File: src/logic/rhythm_pkg.sv
/*
 * rhythm audio package
 * common types for the sample path of the rhythm game board,
 * used by the loader, the memory arbiter, the player and the display
 */
`default_nettype none

package rhythm_pkg;

	// ==================================================
	// basic widths
	// ==================================================
	typedef logic [15:0] sample_t;	// one audio word, signed by convention
	typedef logic [9:0]  addr_t;	// word address into sample memory
	typedef logic [6:0]  seg_t;	// active low, segment a in bit 0

	// ==================================================
	// memory client command
	// ==================================================
	// held by the client for as long as its req is high
	typedef struct packed {
		addr_t   addr;		// word address
		sample_t wdata;		// write data, ignored on reads
		logic    we;		// 1 write, 0 read
	} mem_req_t;

	// ==================================================
	// player FSM
	// ==================================================
	typedef enum logic [1:0] {
		IDLE         = 2'd0,	// just out of reset
		WAIT_PREFILL = 2'd1,	// waiting for enough stored words
		RUN          = 2'd2,	// frames going out
		DONE         = 2'd3	// all words played
	} play_state_e;

endpackage

`default_nettype wire

File: src/logic/play_display.sv
/*
 * play index display
 * four active-low seven-segment digits, hex view of the play index
 */
`default_nettype none

module play_display (
	input  rhythm_pkg::addr_t play_index_i,
	output rhythm_pkg::seg_t  hex0_o,
	output rhythm_pkg::seg_t  hex1_o,
	output rhythm_pkg::seg_t  hex2_o,
	output rhythm_pkg::seg_t  hex3_o
);

	localparam int PAD = 16 - $bits(rhythm_pkg::addr_t);

	logic [15:0] idx_ext;

	// hex nibble to segments, low means lit
	function automatic rhythm_pkg::seg_t nib_to_seg(input logic [3:0] nib);
		case (nib)	//  gfedcba
			4'h0: return 7'b1000000;
			4'h1: return 7'b1111001;
			4'h2: return 7'b0100100;
			4'h3: return 7'b0110000;
			4'h4: return 7'b0011001;
			4'h5: return 7'b0010010;
			4'h6: return 7'b0000010;
			4'h7: return 7'b1111000;
			4'h8: return 7'b0000000;
			4'h9: return 7'b0010000;
			4'ha: return 7'b0001000;
			4'hb: return 7'b0000011;
			4'hc: return 7'b1000110;
			4'hd: return 7'b0100001;
			4'he: return 7'b0000110;
			default: return 7'b0001110;	// F
		endcase
	endfunction

	assign idx_ext = {{PAD{1'b0}}, play_index_i};	// top digits read zero

	assign hex0_o = nib_to_seg(idx_ext[3:0]);
	assign hex1_o = nib_to_seg(idx_ext[7:4]);
	assign hex2_o = nib_to_seg(idx_ext[11:8]);
	assign hex3_o = nib_to_seg(idx_ext[15:12]);

endmodule

`default_nettype wire

File: config.mk
export PLATFORM = sky130hd
export DESIGN_NAME = play_display
export DESIGN_NICKNAME = d
export VERILOG_FILES = /design/src/logic/rhythm_pkg.sv /design/src/logic/play_display.sv
export SDC_FILE = /design/constraint.sdc
export NUM_CORES = 1
export LEC_CHECK = 0
export ABC_AREA = 1
export BUFFER_PORTS_ARGS = -buffer_cell sky130_fd_sc_hd__buf_2
export CAP_MARGIN = 20
export CORE_MARGIN = 1.5
export CORE_UTILIZATION = 47
export DETAILED_ROUTE_END_ITERATION = 10
export PLACE_DENSITY = 0.84
export RECOVER_POWER = 100
export SYNTH_ARGS = -nofsm -noshare
export SYNTH_HDL_FRONTEND = slang
export SYNTH_SLANG_ARGS = --single-unit
export TNS_END_PERCENT = 1
File: constraint.sdc
create_clock -name vclk -period 1
set_input_delay 0.1 -clock vclk [all_inputs]
set_output_delay 0.1 -clock vclk [all_outputs]
set_load 0.02 [all_outputs]
==> metrics.yaml <==
status: "complete, but fails checks"
violations: "setup timing"
drt-total-wl_microns: 2260
synth_top_family_by_area: "simple AND/OR/NAND/NOR gates"
synthMuxAreaShare_pct: 0
gp_congestion: 0.898
syn_area_sq_um: 647
remaining_drc_errors: 0
cpMostUsedCell: "nand2_1"
cap_violations: 0
grt_pass1_vias: 656
path_delay_family: "buffers and inverters"
fmax_ghz: 0.939
coreArea_sq_um: 1280
synth_compound_area_share_pct: 4.64
syn-instance-count: 117
layout-drive-gt1-share_pct: 41.6
endpoint_kind: "output port"
ys_seq_area_share_pct: 0
vias: 858
fin_nets: 175
critPathRequiredTime_ns: 0.90
grt_pass1_wl_microns: 2870
post_cts_buffers: 0
rsz0062_at_grt: "true"
final-seq-area_sq_um: 0
yosys.area_share.simple_pct: 41.2
synth_warnings: 0
power_leakage_nw: 0.589
rows: 13
grt_start_max_net_pins: 13
cpPeakStageDelay_ns: 0.18
grt_busiest_layer: "met2"
antenna_found_initial: 0
diodes: 0
start_util_pct: 50.3
p_per_area_nw_per_um2: 530
synth_fa_ha_area_share_pct: 27.1
slew_viol_final: 0
yosysUniqueCellTypes: 12
io_pins: 38
hp-class: "input port to output port"
die_w_microns: 40.1
initialDrtViolationCount: 18
dr.pass1.iters: 4
die_h_microns: 40.1
fin_crit_ns: 1.07
use_met1_pct: 31.5
synth_xor_area_share_pct: 0
ir_drop_mv: 0.322
startpoint_type: "input port"
ant_nets: 0
crit_chain: "buf_6, buf_4, ha_1, nand2_1, nand2_1, nand2_1, nand2_1, buf_6"
fin_util_pct: 80.3
n_clock_buffer: 0
fin_ws_ns: -0.0654
n_fill_cell: 87
seq_cells: 0
setup_viol: 9
cp_num_buf_inv: 3
period_share_pct: 107
portBuffers: 30
post-place-ws_ns: -0.117
arrival_ns: 0.97
wl_per_cell_microns: 13.8
hold_violations: 0
track_usage_pct: 25.7
syn_to_final_growth_pct: 59.6
ctsHoldBuffers: 0
cp_slowest_cell: "ha_1"
hold_ws_ns: 0.476
grtUsageMet3_pct: 0
setup.worst_path.class: "input port to output port"
syn_area_per_cell_sq_um: 5.53
dp_hpwl_microns: 1240
vias_per_cell: 5.23
grt_use_met2_pct: 51.6
cp_max_fo: 4
die_area_sq_um: 1610
gr-total-overflow: 0
-- per-stage QoR --
step | cells | power (mW) | instance area, sq um | TNS [ns]
2_1_floorplan | 123 | 0.293 | 669 | -0.00128
4_1_cts | 164 | 0.483 | 963 | -0.0322
3_3_place_gp | 164 | 0.393 | 818 | -0.591
5_1_grt | 164 | 0.586 | 1030 | -0.651
6_report | 164 | 0.547 | 1030 | -0.239
3_5_place_dp | 164 | 0.402 | 818 | -0.782
-- where the power goes --
group          internal [mW]  leakage (nW)  switching, mW
registers                  0             0              0
clock network              0             0              0
logic                  0.220         0.589          0.327
total                  0.220         0.589          0.327
-- worst paths after layout --
kind | slack (ns) | from | endpoint | cells after the start
setup / recovery | -0.07 | play_index_i[1] | hex0_o[3] | 8
hold / removal | 0.48 | play_index_i[8] | hex2_o[4] | 2
-- logic make-up (layout without fill, tap and decap cells) --
group	count (synthesis)	in the layout
AND/OR/NAND/NOR	65	65
other	2	8
buffers and inverters	30	56
AO/OA/AOI/OAI	6	6
adder cells (fa/ha/maj)	14	14
-- area by class of cell --
| cell class | instances | area [sq um] | share of cell area, % |
|---|---|---|---|
| multi-input cells | 93 | 616 | 59.6 |
| repair buffers | 40 | 325 | 31.5 |
| inverters | 16 | 72.6 | 7.03 |
| well taps | 15 | 18.8 | 1.82 |
-- metal layers --
| layer | up-vias | routed length (microns) |
|---|---|---|
| met4 | 0 | 0 |
| li1 | 406 | - |
| met5 | - | 0 |
| met1 | 402 | 850 |
| met2 | 50 | 1260 |
| met3 | 0 | 147 |
-- cells in the mapped netlist --
cell type | number | area share, %
inv_1 | 14 | 8.1
o21ai_1 | 4 | 3.1
buf_2 | 2 | 1.5
nor2_1 | 2 | 1.2
o21ai_0 | 2 | 1.5
conb_1 | 2 | 1.2
ha_1 | 14 | 27
inv_2 | 2 | 1.2
buf_6 | 2 | 3.5
nand3_1 | 18 | 14
nand2_1 | 45 | 26
buf_4 | 10 | 12
-- cell usage in the layout (no fill, tap or decap), drive strengths merged --
master	count
ha	14
o21ai	6
nor2	2
nand3	18
inv	16
nand2	45
conb	8
clkbuf	6
buf	34
-- what timing repair did --
action / CTS / global route
setup endpoints to repair: 14 / 14
gates resized for setup: 45 / 21
cloned: 0 / 0
pin swaps: 6 / 12
(Power assumes the default switching activity.)
