==> config.mk <==
export PLATFORM = sky130hd
export DESIGN_NAME = sample_loader
export DESIGN_NICKNAME = d
export VERILOG_FILES = /design/src/logic/rhythm_pkg.sv /design/src/logic/sample_loader.sv
export SDC_FILE = /design/constraint.sdc
export NUM_CORES = 1
export LEC_CHECK = 0
export BUFFER_PORTS_ARGS = -buffer_cell sky130_fd_sc_hd__buf_2
export CELL_PAD_IN_SITES_DETAIL_PLACEMENT = 0
export CELL_PAD_IN_SITES_GLOBAL_PLACEMENT = 1
export CORE_MARGIN = 2
export CORE_UTILIZATION = 25
export DETAILED_ROUTE_END_ITERATION = 8
export GPL_TIMING_DRIVEN = 0
export PLACE_DENSITY = 0.71
export REMOVE_ABC_BUFFERS = 1
export SYNTH_ARGS = -nofsm -noshare
export SYNTH_HDL_FRONTEND = slang
export SYNTH_SLANG_ARGS = --single-unit
==> constraint.sdc <==
create_clock -name clk_i -period 2.8 [get_ports clk_i]
set_input_delay 0.42 -clock clk_i [delete_from_list [all_inputs] [get_ports clk_i]]
set_output_delay 0.42 -clock clk_i [all_outputs]
set_load 0.005 [all_outputs]
==> src/logic/rhythm_pkg.sv <==
/*
 * rhythm audio package
 * common types for the sample path of the rhythm game board,
 * used by the loader, the memory arbiter, the player and the display
 */
`default_nettype none

package rhythm_pkg;

	// ==================================================
	// basic widths
	// ==================================================
	typedef logic [15:0] sample_t;	// one audio word, signed by convention
	typedef logic [9:0]  addr_t;	// word address into sample memory
	typedef logic [6:0]  seg_t;	// active low, segment a in bit 0

	// ==================================================
	// memory client command
	// ==================================================
	// held by the client for as long as its req is high
	typedef struct packed {
		addr_t   addr;		// word address
		sample_t wdata;		// write data, ignored on reads
		logic    we;		// 1 write, 0 read
	} mem_req_t;

	// ==================================================
	// player FSM
	// ==================================================
	typedef enum logic [1:0] {
		IDLE         = 2'd0,	// just out of reset
		WAIT_PREFILL = 2'd1,	// waiting for enough stored words
		RUN          = 2'd2,	// frames going out
		DONE         = 2'd3	// all words played
	} play_state_e;

endpackage

`default_nettype wire

==> src/logic/sample_loader.sv <==
/*
 * sample loader
 * accepts sample words over the external four-phase port and writes
 * them at consecutive addresses through the memory arbiter
 */
`default_nettype none

module sample_loader #(
	parameter int NUM_WORDS = 16
) (
	input  wire                  clk_i,
	input  wire                  arst_n_i,
	input  wire                  load_req_i,
	input  rhythm_pkg::sample_t  load_data_i,
	output logic                 load_ack_o,
	output logic                 mem_req_o,
	output rhythm_pkg::mem_req_t mem_cmd_o,
	input  wire                  mem_ack_i,
	output rhythm_pkg::addr_t    load_count_o,
	output logic                 load_done_o
);

	typedef enum logic [1:0] {LD_IDLE, LD_WRITE, LD_ACK, LD_DONE} ld_state_e;

	ld_state_e         state_q;
	rhythm_pkg::addr_t count_q;	// words stored so far, also next address
	logic              ack_q;

	// mem req goes up in the same cycle the source request is seen
	assign mem_req_o = (state_q == LD_WRITE) ||
		(state_q == LD_IDLE && load_req_i && !mem_ack_i);
	// source holds data while req is high, so it feeds the memory directly
	assign mem_cmd_o = '{addr: count_q, wdata: load_data_i, we: 1'b1};

	always_ff @(posedge clk_i or negedge arst_n_i) begin
		if (!arst_n_i) begin
			state_q <= LD_IDLE;
			count_q <= '0;
			ack_q   <= 1'b0;
		end else begin
			case (state_q)
				LD_IDLE: if (load_req_i && !mem_ack_i) state_q <= LD_WRITE;
				LD_WRITE: begin
					if (mem_ack_i) begin	// write landed
						count_q <= count_q + 1'b1;
						ack_q   <= 1'b1;
						state_q <= LD_ACK;
					end
				end
				LD_ACK: begin
					if (!load_req_i) begin	// source released, close the handshake
						ack_q   <= 1'b0;
						state_q <= (count_q == rhythm_pkg::addr_t'(NUM_WORDS)) ?
							LD_DONE : LD_IDLE;
					end
				end
				default: ;	// full, no more acks
			endcase
		end
	end

	assign load_ack_o   = ack_q;
	assign load_count_o = count_q;
	assign load_done_o  = (state_q == LD_DONE);

endmodule

`default_nettype wire

==> impl_metrics.toml, run 1 <==
[synthesis]
yosysWarnings = 0
yosysMostFrequentCell = "buf_4"
synth.area.mux_share = 0.0105
synth.area.top_cells = "dfrtp_1 34%, buf_4 22%, ha_1 7.8%"
synthTopCellsByCount = "28 x buf_4, 13 x dfrtp_1, 6 x ha_1, 6 x xnor2_1"
ys_seq_area_frac = 0.340
synth.distinct_cells = 28
synth_top_family_by_area = "buffers and inverters"
synth-compound-area-share = 0.0745
netlist_area_um2 = 957
yosys.area.top_type_share = 0.340
yosysTopAreaCell = "dfrtp_1"
ys_async_sr_fraction = 1.00
synth_edf_count = 0
avgSynthCellArea_um2 = 9.77
ys_ff_latch = 13
syn-instance-count = 98
synth_xor_area_frac = 0.0824
synthAdderAreaFrac = 0.0784
yosys.area_share.simple = 0.171
synthFlopType = "dfrtp_1"

[clock_network]
cts.sinks = 13
holdBufCountCts = 0
cts_tree = "done"
ctsHtreeMaxLevel = 1
clk_pin_slew_worst_paths_ns = 0.06
clk_path_buf_depth = 2
numCtsBuffers = 3
clock_latency_ns = 0.24
cts_root_buf = "clkbuf_8"
post_cts_resized = 0
post_cts_buffers = 0

[timing]
fin_ws_ns = 1.09
drv_slew = 0
timing.final.crit_share = 0.610
max_freq_mhz = 586
fin_crit_ns = 1.71
clock_skew_ns = 0.00374
final_hold_viol_count = 0
setup_viol = 0
setup_tns_ns = 0
rsz0062_at_grt = "no"

[power]
pwr-share-comb = 0.438
p_switching_w = 0.000345
vdd_drop_max_mv = 0.176
clockPowerShare = 0.187
p_int_w = 0.000534
power_density_nw_per_um2 = 895
p_seq_frac = 0.376
power.total_w = 0.000879
power_leakage_nw = 0.503
swShare = 0.393

[route]
vias = 638
first_pass_iters = 4
ant_nets = 0
drc = 0
routedWlPerCell_um = 13.5
drt_iter0_drc = 17
wirelength_mm = 2.00
via_per_inst = 4.31

[grt]
grt_overflow = 0
grt_pass1_vias = 652
grt_pass1_wl_mm = 3.16
grt_max_degree = 14
grt_usage = 0.0989
antenna_found_initial = 0

[final_layout]
nFillCells = 394
drive_above_1_share = 0.340
antennaDiodeCount = 0
area_growth_pct = 2.61
layout.nets = 127

[placed_design]
place_congestion = 0.716
portBuffers = 26
place_ws_ns = 1.22
hpwl_mm = 1.60

[setup_path]
arrival_ns = 1.29
r2r_setup_slack_ns = 1.24
startpoint_type = "flip-flop"
worstPathMaxFanout = 8
r2r_start = "state_q[1]"
rr_worst_depth = 5
worst_ep_required_time_ns = 2.38
path_class = "flip-flop to output pin"
end_kind = "output pin"
regToRegEndpoint = "load_count_o[3]"

[run_status]
status = "finished, final reports clean"

[floorplanning]
chipWidth_um = 65.9
io_pins = 60
rows = 22
die_y_um = 65.9
start_util = 0.261
dieArea_um2 = 4340
core_um2 = 3660

[flow_run]
cap_violations = 0

[min_path]
hold_path_class = "input port to asynchronous set/reset pin"
worst max-delay path: stages (launching register included):
cell,delay (ns)
dfrtp_1,0.40
inv_1,0.12
ha_1,0.32
a21o_1,0.12
buf_2,0.10
kinds of logic after synthesis:
kind of cell    Yosys count
compound gates           10
xor+xnor                  9
fa+ha+maj                 6
buf+inv                  33
flops                    13
mux                       1
other cells               1
simple gates             25
placed cells by master (no fill, tap or decap), types with 2 or more instances in the layout:
master    count
a31oi_1       2
buf_2        26
clkbuf_8      3
dfrtp_1      13
ha_1          6
inv_1         5
nand2_1       5
nand4_1       4
nor2_1        4
nor2b_1       2
nor3_2        2
o21ai_0       2
o21ai_1       2
xnor2_1       6
xor2_1        3
power by group through the flow:
| stage | clock (W) | sequential, W | combinational (W) |
|---|---|---|---|
| 2_1_floorplan | 0 | 0.000330 | 0.000232 |
| 3_3_place_gp | 0 | 0.000332 | 0.000379 |
| 3_5_place_dp | 0 | 0.000336 | 0.000391 |
| 4_1_cts | 0.000169 | 0.000334 | 0.000393 |
| 5_1_grt | 0.000183 | 0.000347 | 0.000430 |
| 6_report | 0.000164 | 0.000330 | 0.000385 |
flip-flops by register name, indices dropped and copies added (netlist names):
name	count
load_ack_o	1
state_q	2
load_count_o	10
metrics by stage:
step                utilization  instance area, um2  instances  hold slack, ns
finish                    0.268                 982        148          0.0582
global route              0.268                 982        148          0.0772
CTS                       0.268                 982        148          0.0738
detailed placement        0.256                 937        144           0.330
global placement          0.256                 937        144           0.325
floorplan                     -                 747         70           0.124
worst max-delay path by stage:
| stage | to | from | depth (start not counted) | slack (ns) |
|---|---|---|---|---|
| 3_5_place_dp | load_count_o[3] | state_q[1] | 5 | 1.22 |
| 3_3_place_gp | load_count_o[3] | state_q[1] | 5 | 1.28 |
| 5_1_grt | mem_req_o | state_q[1] | 4 | 1.0 |
| 6_report | mem_req_o | state_q[1] | 4 | 1.09 |
| 4_1_cts | mem_req_o | state_q[1] | 4 | 1.07 |
| 2_1_floorplan | load_count_o[3] | state_q[1] | 5 | 1.43 |
area by class of cell:
class / count / area (um2) / share of cell area
Timing Repair Buffer: 26 / 130 / 0.132
Multi-Input combinational cell: 52 / 403 / 0.410
Clock buffer: 4 / 45.0 / 0.0459
Inverter: 5 / 18.8 / 0.0191
Tap cell: 48 / 60.1 / 0.0611
Sequential cell: 13 / 325 / 0.331
layer usage:
layer | vias up | share of wire | track usage
met1 | 295 | 0.40 | 0.111
met2 | 35 | 0.46 | 0.145
met5 | - | 0 | 0
met3 | 2 | 0.13 | 0.0733
met4 | 0 | 0.0050 | 0.0313
li1 | 306 | - | -
No activity file was read; power rests on OpenSTA's default activity.
==> run 2, diff against run 1 <==
==> constraint.sdc (replaced) <==
create_clock -name clk_i -period 1.6 [get_ports clk_i]
set_input_delay 0.24 -clock clk_i [delete_from_list [all_inputs] [get_ports clk_i]]
set_output_delay 0.24 -clock clk_i [all_outputs]
set_load 0.005 [all_outputs]
==> impl_metrics.toml, run 2 (same netlist as run 1, synthesis figures left out) <==
[floorplanning]
chipWidth_um = 65.9
dieArea_um2 = 4340
start_util = 0.261
io_pins = 60
die_y_um = 65.9
core_um2 = 3660
rows = 22

[final_layout]
finalNonFillerCells = 149
layout_commonest_cell = "buf_2"
final_cell_mix = "26 x buf_2, 12 x dfrtp_1, 6 x xnor2_1"
largest_reg_flops = 10
nFillCells = 391
layout.nets = 128
area_growth_pct = 5.23
antennaDiodeCount = 0
drive_above_1_share = 0.366

[timing]
setup_tns_ns = 0
fin_ws_ns = 0.149
timing.final.crit_share = 0.907
final_hold_viol_count = 0
fin_crit_ns = 1.45
setup_viol = 0
max_freq_mhz = 689
drv_slew = 0
clock_skew_ns = 0.00382
rsz0062_at_grt = "no"

[route]
via_per_inst = 4.30
drt_iter0_drc = 18
ant_nets = 0
vias = 641
routedWlPerCell_um = 13.7
drc = 0
wirelength_mm = 2.03
first_pass_iters = 4

[power]
power_leakage_nw = 0.508
vdd_drop_max_mv = 0.309
power_density_nw_per_um2 = 1570

[min_path]
hold_path_class = "input port to flip-flop"

[grt]
grt_max_degree = 14
grt_usage = 0.0992
grt_overflow = 0
grt_pass1_vias = 657
grt_pass1_wl_mm = 3.17
antenna_found_initial = 0

[placed_design]
dpl.cell_count = 144
place_ws_ns = 0.0184
portBuffers = 26
hpwl_mm = 1.60
place_congestion = 0.716

[clock_network]
clk_path_buf_depth = 2
cts.sinks = 13
numCtsBuffers = 3
clk_pin_slew_worst_paths_ns = 0.06
cts_tree = "done"
clock_latency_ns = 0.24
ctsHtreeMaxLevel = 1
cts_root_buf = "clkbuf_8"

[flow_run]
cap_violations = 0

[setup_path]
startpoint_type = "flip-flop"
worstPathMaxFanout = 3
worst_ep_required_time_ns = 1.36
arrival_ns = 1.21
end_kind = "output pin"
path_class = "flip-flop to output pin"

[run_status]
status = "finished, final reports clean"
-- run 2: cell count changes in the layout (fill, tap and decap cells not counted), sizes merged --
cell,previous run,this run
dlygate4sd3,0,1
-- run 2: what timing repair did --
item,4_1_cts,5_1_grt
endpoints found under the hold margin,13,0
setup endpoints to repair,0,7
gates resized for setup,0,4
setup buffers,0,0
hold buffers,1,0
-- run 2: per-stage QoR --
stage           util  power, W  hold slack [ns]  cell area, um2
2_1_floorplan      -  0.000984          -0.0556             747
6_report       0.275   0.00158            0.282            1010
5_1_grt        0.275   0.00172            0.286            1010
4_1_cts        0.271   0.00157            0.281             992
3_5_place_dp   0.256   0.00127            0.150             937
3_3_place_gp   0.256   0.00124            0.145             937
-- run 2: critical path: stages (launching register included) --
cell     delay, ns
dfrtp_1       0.38
inv_1         0.11
ha_1          0.21
a21o_1        0.15
buf_2         0.12
-- run 2: path summary, 6_finish.rpt --
| path | cells after the start | end | slack, ns | from |
|---|---|---|---|---|
| worst max register to register | 5 | state_q[1] | 0.18 | state_q[0] |
| min in group asynchronous | 2 | load_count_o[3] | 0.41 | arst_n_i |
| max in group asynchronous | 2 | state_q[0] | 0.93 | arst_n_i |
| worst min register to register | 1 | load_count_o[9] | 0.51 | load_count_o[9] |
| worst min-delay path | 3 | load_ack_o | 0.28 | load_req_i |
| worst max-delay path | 4 | mem_req_o | 0.15 | state_q[1] |
-- run 2: power breakdown --
group          switching (W)  internal (W)
Combinational       0.000350      0.000354
Clock               0.000112      0.000175
Sequential          0.000157      0.000431
-- run 2: area by class of cell --
| cell class | instances | area, um2 | share of cell area |
|---|---|---|---|
| repair buffers | 27 | 140 | 0.139 |
| multi-input cells | 52 | 417 | 0.414 |
| well taps | 48 | 60.1 | 0.0596 |
| clock buffers | 4 | 45.0 | 0.0447 |
| flip-flops and latches | 13 | 327 | 0.324 |
| inverters | 5 | 18.8 | 0.0186 |
-- run 2: routing by layer --
| layer | part of all wire | vias up | GRT usage |
|---|---|---|---|
| li1 | - | 308 | - |
| met1 | 0.40 | 296 | 0.111 |
| met2 | 0.46 | 35 | 0.146 |
| met3 | 0.13 | 2 | 0.0733 |
| met4 | 0.0049 | 0 | 0.0313 |
| met5 | 0 | - | 0 |
