===== src/logic/rhythm_pkg.sv =====
/*
 * rhythm audio package
 * common types for the sample path of the rhythm game board,
 * used by the loader, the memory arbiter, the player and the display
 */
`default_nettype none

package rhythm_pkg;

	// ==================================================
	// basic widths
	// ==================================================
	typedef logic [15:0] sample_t;	// one audio word, signed by convention
	typedef logic [9:0]  addr_t;	// word address into sample memory
	typedef logic [6:0]  seg_t;	// active low, segment a in bit 0

	// ==================================================
	// memory client command
	// ==================================================
	// held by the client for as long as its req is high
	typedef struct packed {
		addr_t   addr;		// word address
		sample_t wdata;		// write data, ignored on reads
		logic    we;		// 1 write, 0 read
	} mem_req_t;

	// ==================================================
	// player FSM
	// ==================================================
	typedef enum logic [1:0] {
		IDLE         = 2'd0,	// just out of reset
		WAIT_PREFILL = 2'd1,	// waiting for enough stored words
		RUN          = 2'd2,	// frames going out
		DONE         = 2'd3	// all words played
	} play_state_e;

endpackage

`default_nettype wire


===== src/logic/i2s_player.sv =====
/*
 * I2S player
 * waits for the prefill count, prefetches one word ahead through the
 * arbiter and shifts words out as I2S slots, even words left, odd right.
 * a slot with no word ready goes out silent and sets a sticky underrun
 */
`default_nettype none

module i2s_player #(
	parameter int NUM_WORDS = 16,
	parameter int PREFILL   = 4,
	parameter int SCLK_HALF = 4
) (
	input  wire                  clk_i,
	input  wire                  arst_n_i,
	input  rhythm_pkg::addr_t    load_count_i,
	output logic                 mem_req_o,
	output rhythm_pkg::mem_req_t mem_cmd_o,
	input  wire                  mem_ack_i,
	input  rhythm_pkg::sample_t  mem_rdata_i,
	output logic                 i2s_sclk_o,
	output logic                 i2s_lrclk_o,
	output logic                 i2s_sd_o,
	output rhythm_pkg::addr_t    play_index_o,
	output logic                 play_done_o,
	output logic                 underrun_o
);

	localparam int DIV_W = $clog2(SCLK_HALF + 1);

	rhythm_pkg::play_state_e state_q;
	logic [DIV_W-1:0]        div_q;		// clocks within half a bit clock
	logic                    sclk_q;
	logic                    lrclk_q;
	logic [3:0]              bit_cnt_q;	// bit position inside the slot
	rhythm_pkg::sample_t     shift_q;
	rhythm_pkg::addr_t       play_idx_q;	// words fully played
	logic                    cur_word_q;	// current slot carries a real word
	logic                    underrun_q;
	// prefetch side
	rhythm_pkg::addr_t       fetch_idx_q;	// next word to read
	logic                    mem_req_q;
	logic                    pf_valid_q;
	rhythm_pkg::sample_t     pf_data_q;

	logic                    tick, fall, slot_end, last_done, take, fetch_ok;
	rhythm_pkg::addr_t       play_next;

	// ==================================================
	// timing strobes
	// ==================================================
	assign tick      = (div_q == DIV_W'(SCLK_HALF - 1));
	assign fall      = tick && sclk_q;	// sclk about to go low
	assign slot_end  = (state_q == rhythm_pkg::RUN) && fall && (bit_cnt_q == 4'd15);
	assign play_next = play_idx_q + rhythm_pkg::addr_t'(cur_word_q);
	assign last_done = (play_next == rhythm_pkg::addr_t'(NUM_WORDS));
	assign take      = slot_end && !last_done && pf_valid_q;	// prefetch into shifter

	// ==================================================
	// state, bit clock and shifter
	// ==================================================
	always_ff @(posedge clk_i or negedge arst_n_i) begin
		if (!arst_n_i) begin
			state_q    <= rhythm_pkg::IDLE;
			div_q      <= '0;
			sclk_q     <= 1'b0;
			lrclk_q    <= 1'b0;
			bit_cnt_q  <= '0;
			shift_q    <= '0;
			play_idx_q <= '0;
			cur_word_q <= 1'b0;
			underrun_q <= 1'b0;
		end else begin
			case (state_q)
				rhythm_pkg::IDLE: state_q <= rhythm_pkg::WAIT_PREFILL;
				rhythm_pkg::WAIT_PREFILL: begin
					if (load_count_i >= rhythm_pkg::addr_t'(PREFILL)) begin
						state_q <= rhythm_pkg::RUN;
						lrclk_q <= 1'b1;	// silent lead-in slot on the right
					end
				end
				rhythm_pkg::RUN: begin
					div_q <= tick ? '0 : div_q + 1'b1;
					if (tick) sclk_q <= ~sclk_q;
					if (fall) begin
						if (bit_cnt_q == 4'd15) begin	// slot boundary
							bit_cnt_q  <= '0;
							play_idx_q <= play_next;
							if (last_done) begin
								state_q <= rhythm_pkg::DONE;
								sclk_q  <= 1'b0;
								lrclk_q <= 1'b0;
								shift_q <= '0;
							end else if (pf_valid_q) begin
								shift_q    <= pf_data_q;
								cur_word_q <= 1'b1;
							end else begin
								shift_q    <= '0;	// word missing, send silence
								cur_word_q <= 1'b0;
								underrun_q <= 1'b1;
							end
						end else begin
							shift_q   <= {shift_q[14:0], 1'b0};
							bit_cnt_q <= bit_cnt_q + 1'b1;
							// lrclk leads the next MSB by one bit clock
							if (bit_cnt_q == 4'd14) lrclk_q <= ~lrclk_q;
						end
					end
				end
				default: ;	// DONE, lines stay low
			endcase
		end
	end

	// ==================================================
	// one-word prefetch over the client port
	// ==================================================
	assign fetch_ok = (state_q == rhythm_pkg::WAIT_PREFILL || state_q == rhythm_pkg::RUN) &&
		!pf_valid_q && !mem_ack_i && (fetch_idx_q < load_count_i);

	always_ff @(posedge clk_i or negedge arst_n_i) begin
		if (!arst_n_i) begin
			mem_req_q   <= 1'b0;
			fetch_idx_q <= '0;
			pf_valid_q  <= 1'b0;
		end else begin
			if (mem_req_q) begin
				if (mem_ack_i) begin	// word arrived, drop req
					mem_req_q   <= 1'b0;
					pf_valid_q  <= 1'b1;
					fetch_idx_q <= fetch_idx_q + 1'b1;
				end
			end else if (fetch_ok) begin
				mem_req_q <= 1'b1;
			end
			if (take) pf_valid_q <= 1'b0;
		end
	end

	always_ff @(posedge clk_i) begin
		if (mem_req_q && mem_ack_i) pf_data_q <= mem_rdata_i;
	end

	assign mem_req_o    = mem_req_q;
	assign mem_cmd_o    = '{addr: fetch_idx_q, wdata: '0, we: 1'b0};	// reads only
	assign i2s_sclk_o   = sclk_q;
	assign i2s_lrclk_o  = lrclk_q;
	assign i2s_sd_o     = shift_q[15];	// MSB first
	assign play_index_o = play_idx_q;
	assign play_done_o  = (state_q == rhythm_pkg::DONE);
	assign underrun_o   = underrun_q;

endmodule

`default_nettype wire


===== config.mk =====
export PLATFORM = sky130hd
export DESIGN_NAME = i2s_player
export DESIGN_NICKNAME = d
export VERILOG_FILES = /design/src/logic/rhythm_pkg.sv /design/src/logic/i2s_player.sv
export SDC_FILE = /design/constraint.sdc
export NUM_CORES = 1
export LEC_CHECK = 0
export ABC_CLOCK_PERIOD_IN_PS = 3750
export BUFFER_PORTS_ARGS = -buffer_cell sky130_fd_sc_hd__clkbuf_2
export CAP_MARGIN = 20
export CORE_MARGIN = 4
export CORE_UTILIZATION = 37
export CTS_BUF_LIST = sky130_fd_sc_hd__clkbuf_2 sky130_fd_sc_hd__clkbuf_4 sky130_fd_sc_hd__clkbuf_8
export DETAILED_ROUTE_END_ITERATION = 8
export GPL_TIMING_DRIVEN = 1
export HOLD_SLACK_MARGIN = 0.08
export SYNTH_ARGS = -nofsm -noshare
export SYNTH_HDL_FRONTEND = slang
export SYNTH_SLANG_ARGS = --single-unit

===== constraint.sdc =====
create_clock -name clk_i -period 3.75 [get_ports clk_i]
set_input_delay 0.9375 -clock clk_i [delete_from_list [all_inputs] [get_ports clk_i]]
set_output_delay 0.9375 -clock clk_i [all_outputs]
set_load 0.01 [all_outputs]

==> results of run 1 <==
==> where the power goes <==
part,switching (W),leakage [nW],internal (W)
clock network,0.000286,0.110,0.000384
registers,0.0000120,0.841,0.000750
logic,0.0000366,0.941,0.0000227
total,0.000334,1.89,0.00116
==> registers in the layout (all words and copies together), names as in the netlist <==
name and count:
div_q 3, fetch_idx_q 10, bit_cnt_q 4, i2s_sclk_o 1, shift_q 16, pf_valid_q 1, underrun_o 1, i2s_lrclk_o 1
play_index_o 10, cur_word_q 1, mem_req_o 1, state_q 2, pf_data_q 16
==> cells by family after synthesis <==
kind of cell,after synthesis,share of synthesized area [%]
fa+ha+maj,20,7.421
simple gates,86,12.76
flops,67,52.10
xor+xnor,20,5.195
mux,8,2.560
compound gates,62,12.80
other cells,1,0.1112
buf+inv,41,7.050
==> Yosys cell counts <==
cell | n | area, sq um
nor2b_1 | 1 | 6.260
edfxtp_1 | 16 | 480.5
and2b_2 | 1 | 8.760
mux2_2 | 5 | 56.30
a22o_1 | 2 | 17.52
and4_4 | 1 | 11.26
nor3_2 | 1 | 10.01
nor3_1 | 2 | 10.01
nand3_1 | 8 | 40.04
and4_1 | 1 | 8.760
xor2_1 | 3 | 26.28
nand2_1 | 38 | 142.6
nor2_2 | 1 | 6.260
nor4_1 | 3 | 18.77
o21ai_2 | 9 | 78.83
a22oi_1 | 15 | 112.6
inv_1 | 13 | 48.80
nor2_1 | 10 | 37.54
o31ai_1 | 2 | 15.01
conb_1 | 1 | 3.750
o32ai_1 | 1 | 8.760
o2111ai_1 | 2 | 17.52
o21ai_0 | 15 | 75.07
buf_2 | 1 | 5.000
nand2b_1 | 2 | 12.51
nand4_1 | 6 | 37.54
xnor2_1 | 17 | 148.9
and4b_1 | 1 | 10.01
dfrtp_1 | 51 | 1276
buf_4 | 18 | 135.1
a21o_1 | 2 | 15.01
a21oi_1 | 9 | 45.04
and2_1 | 2 | 12.51
o21bai_2 | 1 | 11.26
mux2i_1 | 3 | 30.03
nand2b_4 | 1 | 13.76
clkbuf_1 | 7 | 26.28
o211a_1 | 2 | 20.02
a21boi_0 | 2 | 15.01
and3_1 | 7 | 43.79
buf_6 | 2 | 22.52
ha_1 | 20 | 250.2
==> per-stage QoR <==
| step | utilization (%) | instance area (sq um) | std cells |
|---|---|---|---|
| finish | 44.20 | 3892 | 474 |
| global route | 44.20 | 3892 | 474 |
| CTS | 44.20 | 3892 | 474 |
| detailed placement | 41.69 | 3671 | 458 |
| global placement | 41.69 | 3671 | 458 |
| floorplan | - | 3432 | 321 |
==> worst max-delay path, cell delays in order, from the launching register on <==
cell and delay (ps):
dfrtp_1 370, ha_1 170, nor2b_1 170, ha_1 220, nand2_1 390, nor2_2 540
and3_1 270, nand4_1 120, xnor2_1 140
==> layer usage <==
metal  wire (um)  share of wire, %
met1        2915                47
met4          40              0.64
met3         342               5.5
met5           0                 0
met2        2938                47
==> final timing paths <==
kind                                        end       start
worst max-delay path            play_index_o[9]    div_q[0]
worst max register to register  play_index_o[9]    div_q[0]
max in group asynchronous        fetch_idx_q[6]    arst_n_i
worst min-delay path                 underrun_o  underrun_o
min in group asynchronous       play_index_o[3]    arst_n_i
worst min register to register       underrun_o  underrun_o
==> final cells by class <==
class	instances	area (sq um)	area share (%)
Multi-Input combinational cell	213	1438	36.93
Timing Repair Buffer	57	292.8	7.522
Clock buffer	10	131.4	3.375
Inverter	13	48.80	1.254
Sequential cell	67	1757	45.13
Tap cell	108	135.1	3.472
Clock inverter	6	90.09	2.314
==> flow_summary_export.csv, run 1 <==
group,metric,value,unit
worst_setup_path,crit_fanout,21,
clocking,cts_buffers,9,
sta,whs,483.7,ps
grt,grt_pass1_wl,10630,um
sta,slew_viol_final,0,
final_layout,area_growth,15.44,%
sta,period_share,67.05,%
floorplan,die_h,103.5,um
place,dp_slack,1168,ps
grt,grt_max_degree,39,
route,firstDrtPassIters,4,
sta,hold_viol_final,0,
power_and_ir_drop,power.leakage,1.892,nW
grt,grt_usage,12.80,%
grt,gr-usage-met3,4.158,%
sta,setup_viol,0,
clocking,path_clk_slew,80,ps
final_layout,nNetsFinal,410,
worst_setup_path,crit_path_start_kind,"register",
grt,met1_usage,15.89,%
clocking,ctsHoldBuffers,0,
sta,fin_crit,2514,ps
worst_setup_path,end_kind,"register",
final_layout,num_antenna_cells,0,
grt,met2_usage,21.42,%
route,routed-via-count,2308,
floorplan,core_region_area,8806,sq um
clocking,clock_path_buffers,2,
clocking,cts.sinks,67,
synth,avgSynthCellArea,11.06,sq um
final_layout,layout_common_cells,"clkbuf_2, dfrtp_1, nand2_1",
floorplan,die_area,10710,sq um
grt,antenna_found_initial,0,
route,drc_errors,0,
sta,tns,0,ps
clocking,cts_resized,0,
place,gp_congestion,0.7629,
power_and_ir_drop,ir_drop,212.5,uV
floorplan,ios,72,
clocking,cts_tree,"done",
floorplan,initial_utilization,38.29,%
place,port_buffers,54,
clocking,clk_latency,340,ps
worst_setup_path,r2r_slack,1240,ps
final_layout,drive_gt1_share,25.41,%
final_layout,num-fill-cells,871,
clocking,cts_root_buf,"clkbuf_8",
sta,clock_skew,11.82,ps
floorplan,row_count,34,
sta,setup_slack,1236,ps
route,drt_iter0_markers,68,
synth,syn_area,3372,sq um
hold_path,hold_path_class,"register to register",
grt,overflow,0,
outcome,outcome,"complete, no violations",
sta,worstMarginPinSlew,946.5,ps
worst_setup_path,required,3970,ps
synth,ys_seq_area_share,52.10,%
grt,grt_busiest_layer,"met2",
route,wire_per_inst,13.16,um
route,wirelength,6236,um
worst_setup_path,r2r_cells,8,
synth,yosysUniqueCellTypes,42,
clocking,cts_setup_buffers,0,
synth,synth_cells,305,
place,dpl.hpwl,4503,um
worst_setup_path,arrival,2740,ps
power_and_ir_drop,power.total,0.001491,W
sta,clock.fmax,397.7,MHz
power_and_ir_drop,power.density,383.2,nW/um^2
route,ant_nets,0,
worst_setup_path,critical_path_class,"register to register",
clocking,htree_levels,3,
synth,synth_warnings,0,
sta,slew_headroom,36.90,%
grt,grt_pass1_vias,2294,
job,drv_cap,0,
synth,ys_ff_latch,67,
route,via_per_inst,4.869,
final_layout,final_common_cell,"clkbuf_2",
floorplan,die_w,103.5,um
hold_path,hold_depth,1,
sta,rsz0062_at_grt,"false",
(Power assumes the default switching activity.)
==> inputs of run 2 (changes only) <==
ABC_AREA = 1   (was unset)
ABC_CLOCK_PERIOD_IN_PS = 2400   (was 3750)
clock period = 2.4 ns   (was 3.75 ns; I/O delays follow)
==> run 2 against run 1 <==
Against the previous run: first-iteration DRC count rose by 81%; combinational power rose to 13 times the previous value; clock skew fell by 4.6 ps; die area rose by 2.7%; count of clock-buffer cells in the layout fell by 1; sequential share of layout area fell by 1.0 points; power rose by 110%; register-to-register slack got worse by 1000 ps; global-route usage barely moved; non-clock buffer count rose by 5; critical path type unchanged; largest cell class unchanged.
==> flow_summary_export.csv, run 2 <==
group,metric,value,unit
synth,yosysUniqueCellTypes,36,
synth,synth_area_leaders,"dfrtp_1, edfxtp_1, nand2_1",
synth,synth_cells,386,
floorplan,core_region_area,9196,sq um
synth,synth_warnings,0,
power_and_ir_drop,p_int,0.002080,W
worst_setup_path,arrival,2450,ps
sta,hold_viol_final,0,
final_layout,layout_common_cells,"nand2_1, clkbuf_2, dfrtp_1",
floorplan,row_count,35,
route,ant_nets,0,
hold_path,hold_path_class,"input pin to asynchronous set/reset pin",
place,dp_slack,212.6,ps
clocking,clk_latency,340,ps
worst_setup_path,required,2660,ps
floorplan,die_area,11000,sq um
grt,met2_usage,21.26,%
sta,slew_viol_final,0,
sta,period_share,91.27,%
synth,synth_edf_count,16,
sta,rsz0062_at_grt,"false",
route,wire_per_inst,12.01,um
floorplan,initial_utilization,37.76,%
worst_setup_path,worst_path_max_delay_cell,"dfrtp_1",
route,wirelength,6760,um
sta,setup_slack,209.4,ps
synth,syn_area,3472,sq um
route,via_per_inst,4.622,
floorplan,die_w,104.9,um
clocking,clock_path_buffers,2,
final_layout,num_antenna_cells,0,
floorplan,die_h,104.9,um
outcome,outcome,"complete, no violations",
grt,grt_pass1_wl,11500,um
synth,yosys.area.top_type_share,36.76,%
synth,ys_ff_latch,67,
clocking,cts_setup_buffers,0,
route,firstDrtPassIters,4,
synth,synthFlopType,"dfrtp_1",
sta,slew_headroom,56.02,%
sta,worstMarginPinSlew,659.7,ps
power_and_ir_drop,ir_drop,294.9,uV
clocking,cts.sinks,67,
power_and_ir_drop,power.density,788.0,nW/um^2
power_and_ir_drop,seq_power_share,50.0,%
final_layout,final_common_cell,"nand2_1",
route,drt_iter0_markers,123,
synth,avgSynthCellArea,8.995,sq um
grt,met1_usage,16.31,%
synth,synth_most_common_cell,"nand2_1",
sta,clock_skew,7.181,ps
clocking,cts_resized,0,
worst_setup_path,crit_fanout,15,
sta,setup_viol,0,
clocking,cts_root_buf,"clkbuf_8",
worst_setup_path,critical_path_class,"register to register",
floorplan,ios,72,
route,routed-via-count,2602,
grt,gr-usage-met3,3.027,%
power_and_ir_drop,switching_share,33.75,%
power_and_ir_drop,clkPwrFrac,25.7,%
synth,async_flop_share,76.12,%
grt,grt_busiest_layer,"met2",
sta,tns,0,ps
clocking,cts_tree,"done",
synth,yosysTopAreaCell,"dfrtp_1",
synth,ys_seq_area_share,50.59,%
worst_setup_path,crit_chain,"ha_1 -> ha_1 -> nand2_2 -> nor2_4 -> nand3b_1 -> nand3_1 -> nor2_1 -> nand2_1 -> buf_4 -> nand3_1 -> a21oi_1",
synth,ys_top_cells_by_count,"nand2_1, dfrtp_1, inv_1",
sta,fin_crit,2191,ps
final_layout,area_growth,14.77,%
clocking,cts_buffers,9,
power_and_ir_drop,power.switching,0.001060,W
power_and_ir_drop,combPwrFrac,24.3,%
final_layout,nNetsFinal,496,
grt,grt_usage,12.76,%
clocking,htree_levels,3,
power_and_ir_drop,power.leakage,1.926,nW
grt,grt_max_degree,52,
grt,overflow,0,
place,gp_congestion,0.7520,
worst_setup_path,crit_path_start_kind,"register",
place,port_buffers,54,
clocking,ctsHoldBuffers,0,
clocking,path_clk_slew,80,ps
place,dpl.hpwl,4859,um
worst_setup_path,max_stage_delay,380,ps
sta,clock.fmax,456.5,MHz
final_layout,drive_gt1_share,19.69,%
worst_setup_path,end_kind,"register",
grt,grt_pass1_vias,2481,
grt,antenna_found_initial,0,
final_layout,largestRegisters,"pf_data_q (16), shift_q (16)",
route,drc_errors,0,
job,drv_cap,0,
[run 2: cell count changes after synthesis, moves of 5 or more]
cell / change
xnor2_1: -11
nand2_1: +31
nor2_1: +24
mux2_2: -5
and3_1: -7
a22oi_1: -15
o21ai_2: -7
a21oi_1: +28
nand3_1: +24
inv_1: +28
[run 2: layout make-up]
class                   count  area, sq um
flip-flops and latches     67         1757
clock buffers               9        123.9
multi-input cells         264         1429
repair buffers             62        330.3
well taps                 111        138.9
clock inverters             7        45.04
fillers                   931         5211
inverters                  43        161.4
[run 2: per-layer routing]
layer	routed length (um)	vias up
met4	60	0
li1	-	1356
met3	295	6
met1	3104	1191
met2	3299	49
met5	0	-
[run 2: power groups by stage]
| stage | registers (W) | clock network, W | logic (W) |
|---|---|---|---|
| floorplan | 0.00158 | 0 | 0.000539 |
| detailed placement | 0.00160 | 0 | 0.000776 |
| CTS | 0.00157 | 0.000844 | 0.000777 |
| finish | 0.00157 | 0.000807 | 0.000762 |
| global route | 0.00161 | 0.000891 | 0.000889 |
| global placement | 0.00159 | 0 | 0.000751 |
[run 2: kinds of logic (layout without fill, tap and decap cells)]
logic type	count (synthesis)	after routing	synth area share (%)
fa+ha+maj	20	20	7.207
buf+inv	71	121	9.982
compound gates	63	63	9.586
flops	67	67	50.59
xor+xnor	10	10	2.522
simple gates	154	154	20.00
other cells	1	17	0.1080
[run 2: worst max-delay path: cells and delay by family (launching register included)]
| kind | cells | cell delay, ps |
|---|---|---|
| AND/OR/NAND/NOR | 7 | 850 |
| flip-flops | 1 | 380 |
| AO/OA/AOI/OAI | 1 | 140 |
| adder cells (fa/ha/maj) | 2 | 480 |
| buffers and inverters | 1 | 270 |
[run 2: final timing paths]
path	slack (ps)	startpoint	to	cells after the start
setup / recovery	210	play_index_o[0]	shift_q[1]	11
hold / removal	370	arst_n_i	mem_req_o	2
setup reg to reg	210	play_index_o[0]	shift_q[1]	11
hold reg to reg	490	underrun_o	underrun_o	1
max in group asynchronous	1580	arst_n_i	bit_cnt_q[2]	2
min in group clk_i	430	mem_rdata_i[8]	pf_data_q[8]	1
[run 2: per-stage QoR]
step,util (%),hold slack (ps),cells,power (W),instance area (sq um)
6_report,43.33,369.2,563,0.003140,3985
5_1_grt,43.33,409.7,563,0.003386,3985
4_1_cts,43.33,389.5,563,0.003195,3985
3_5_place_dp,41.50,477.7,547,0.002371,3816
3_3_place_gp,41.50,460.9,547,0.002337,3816
2_1_floorplan,-,304.4,402,0.002115,3532
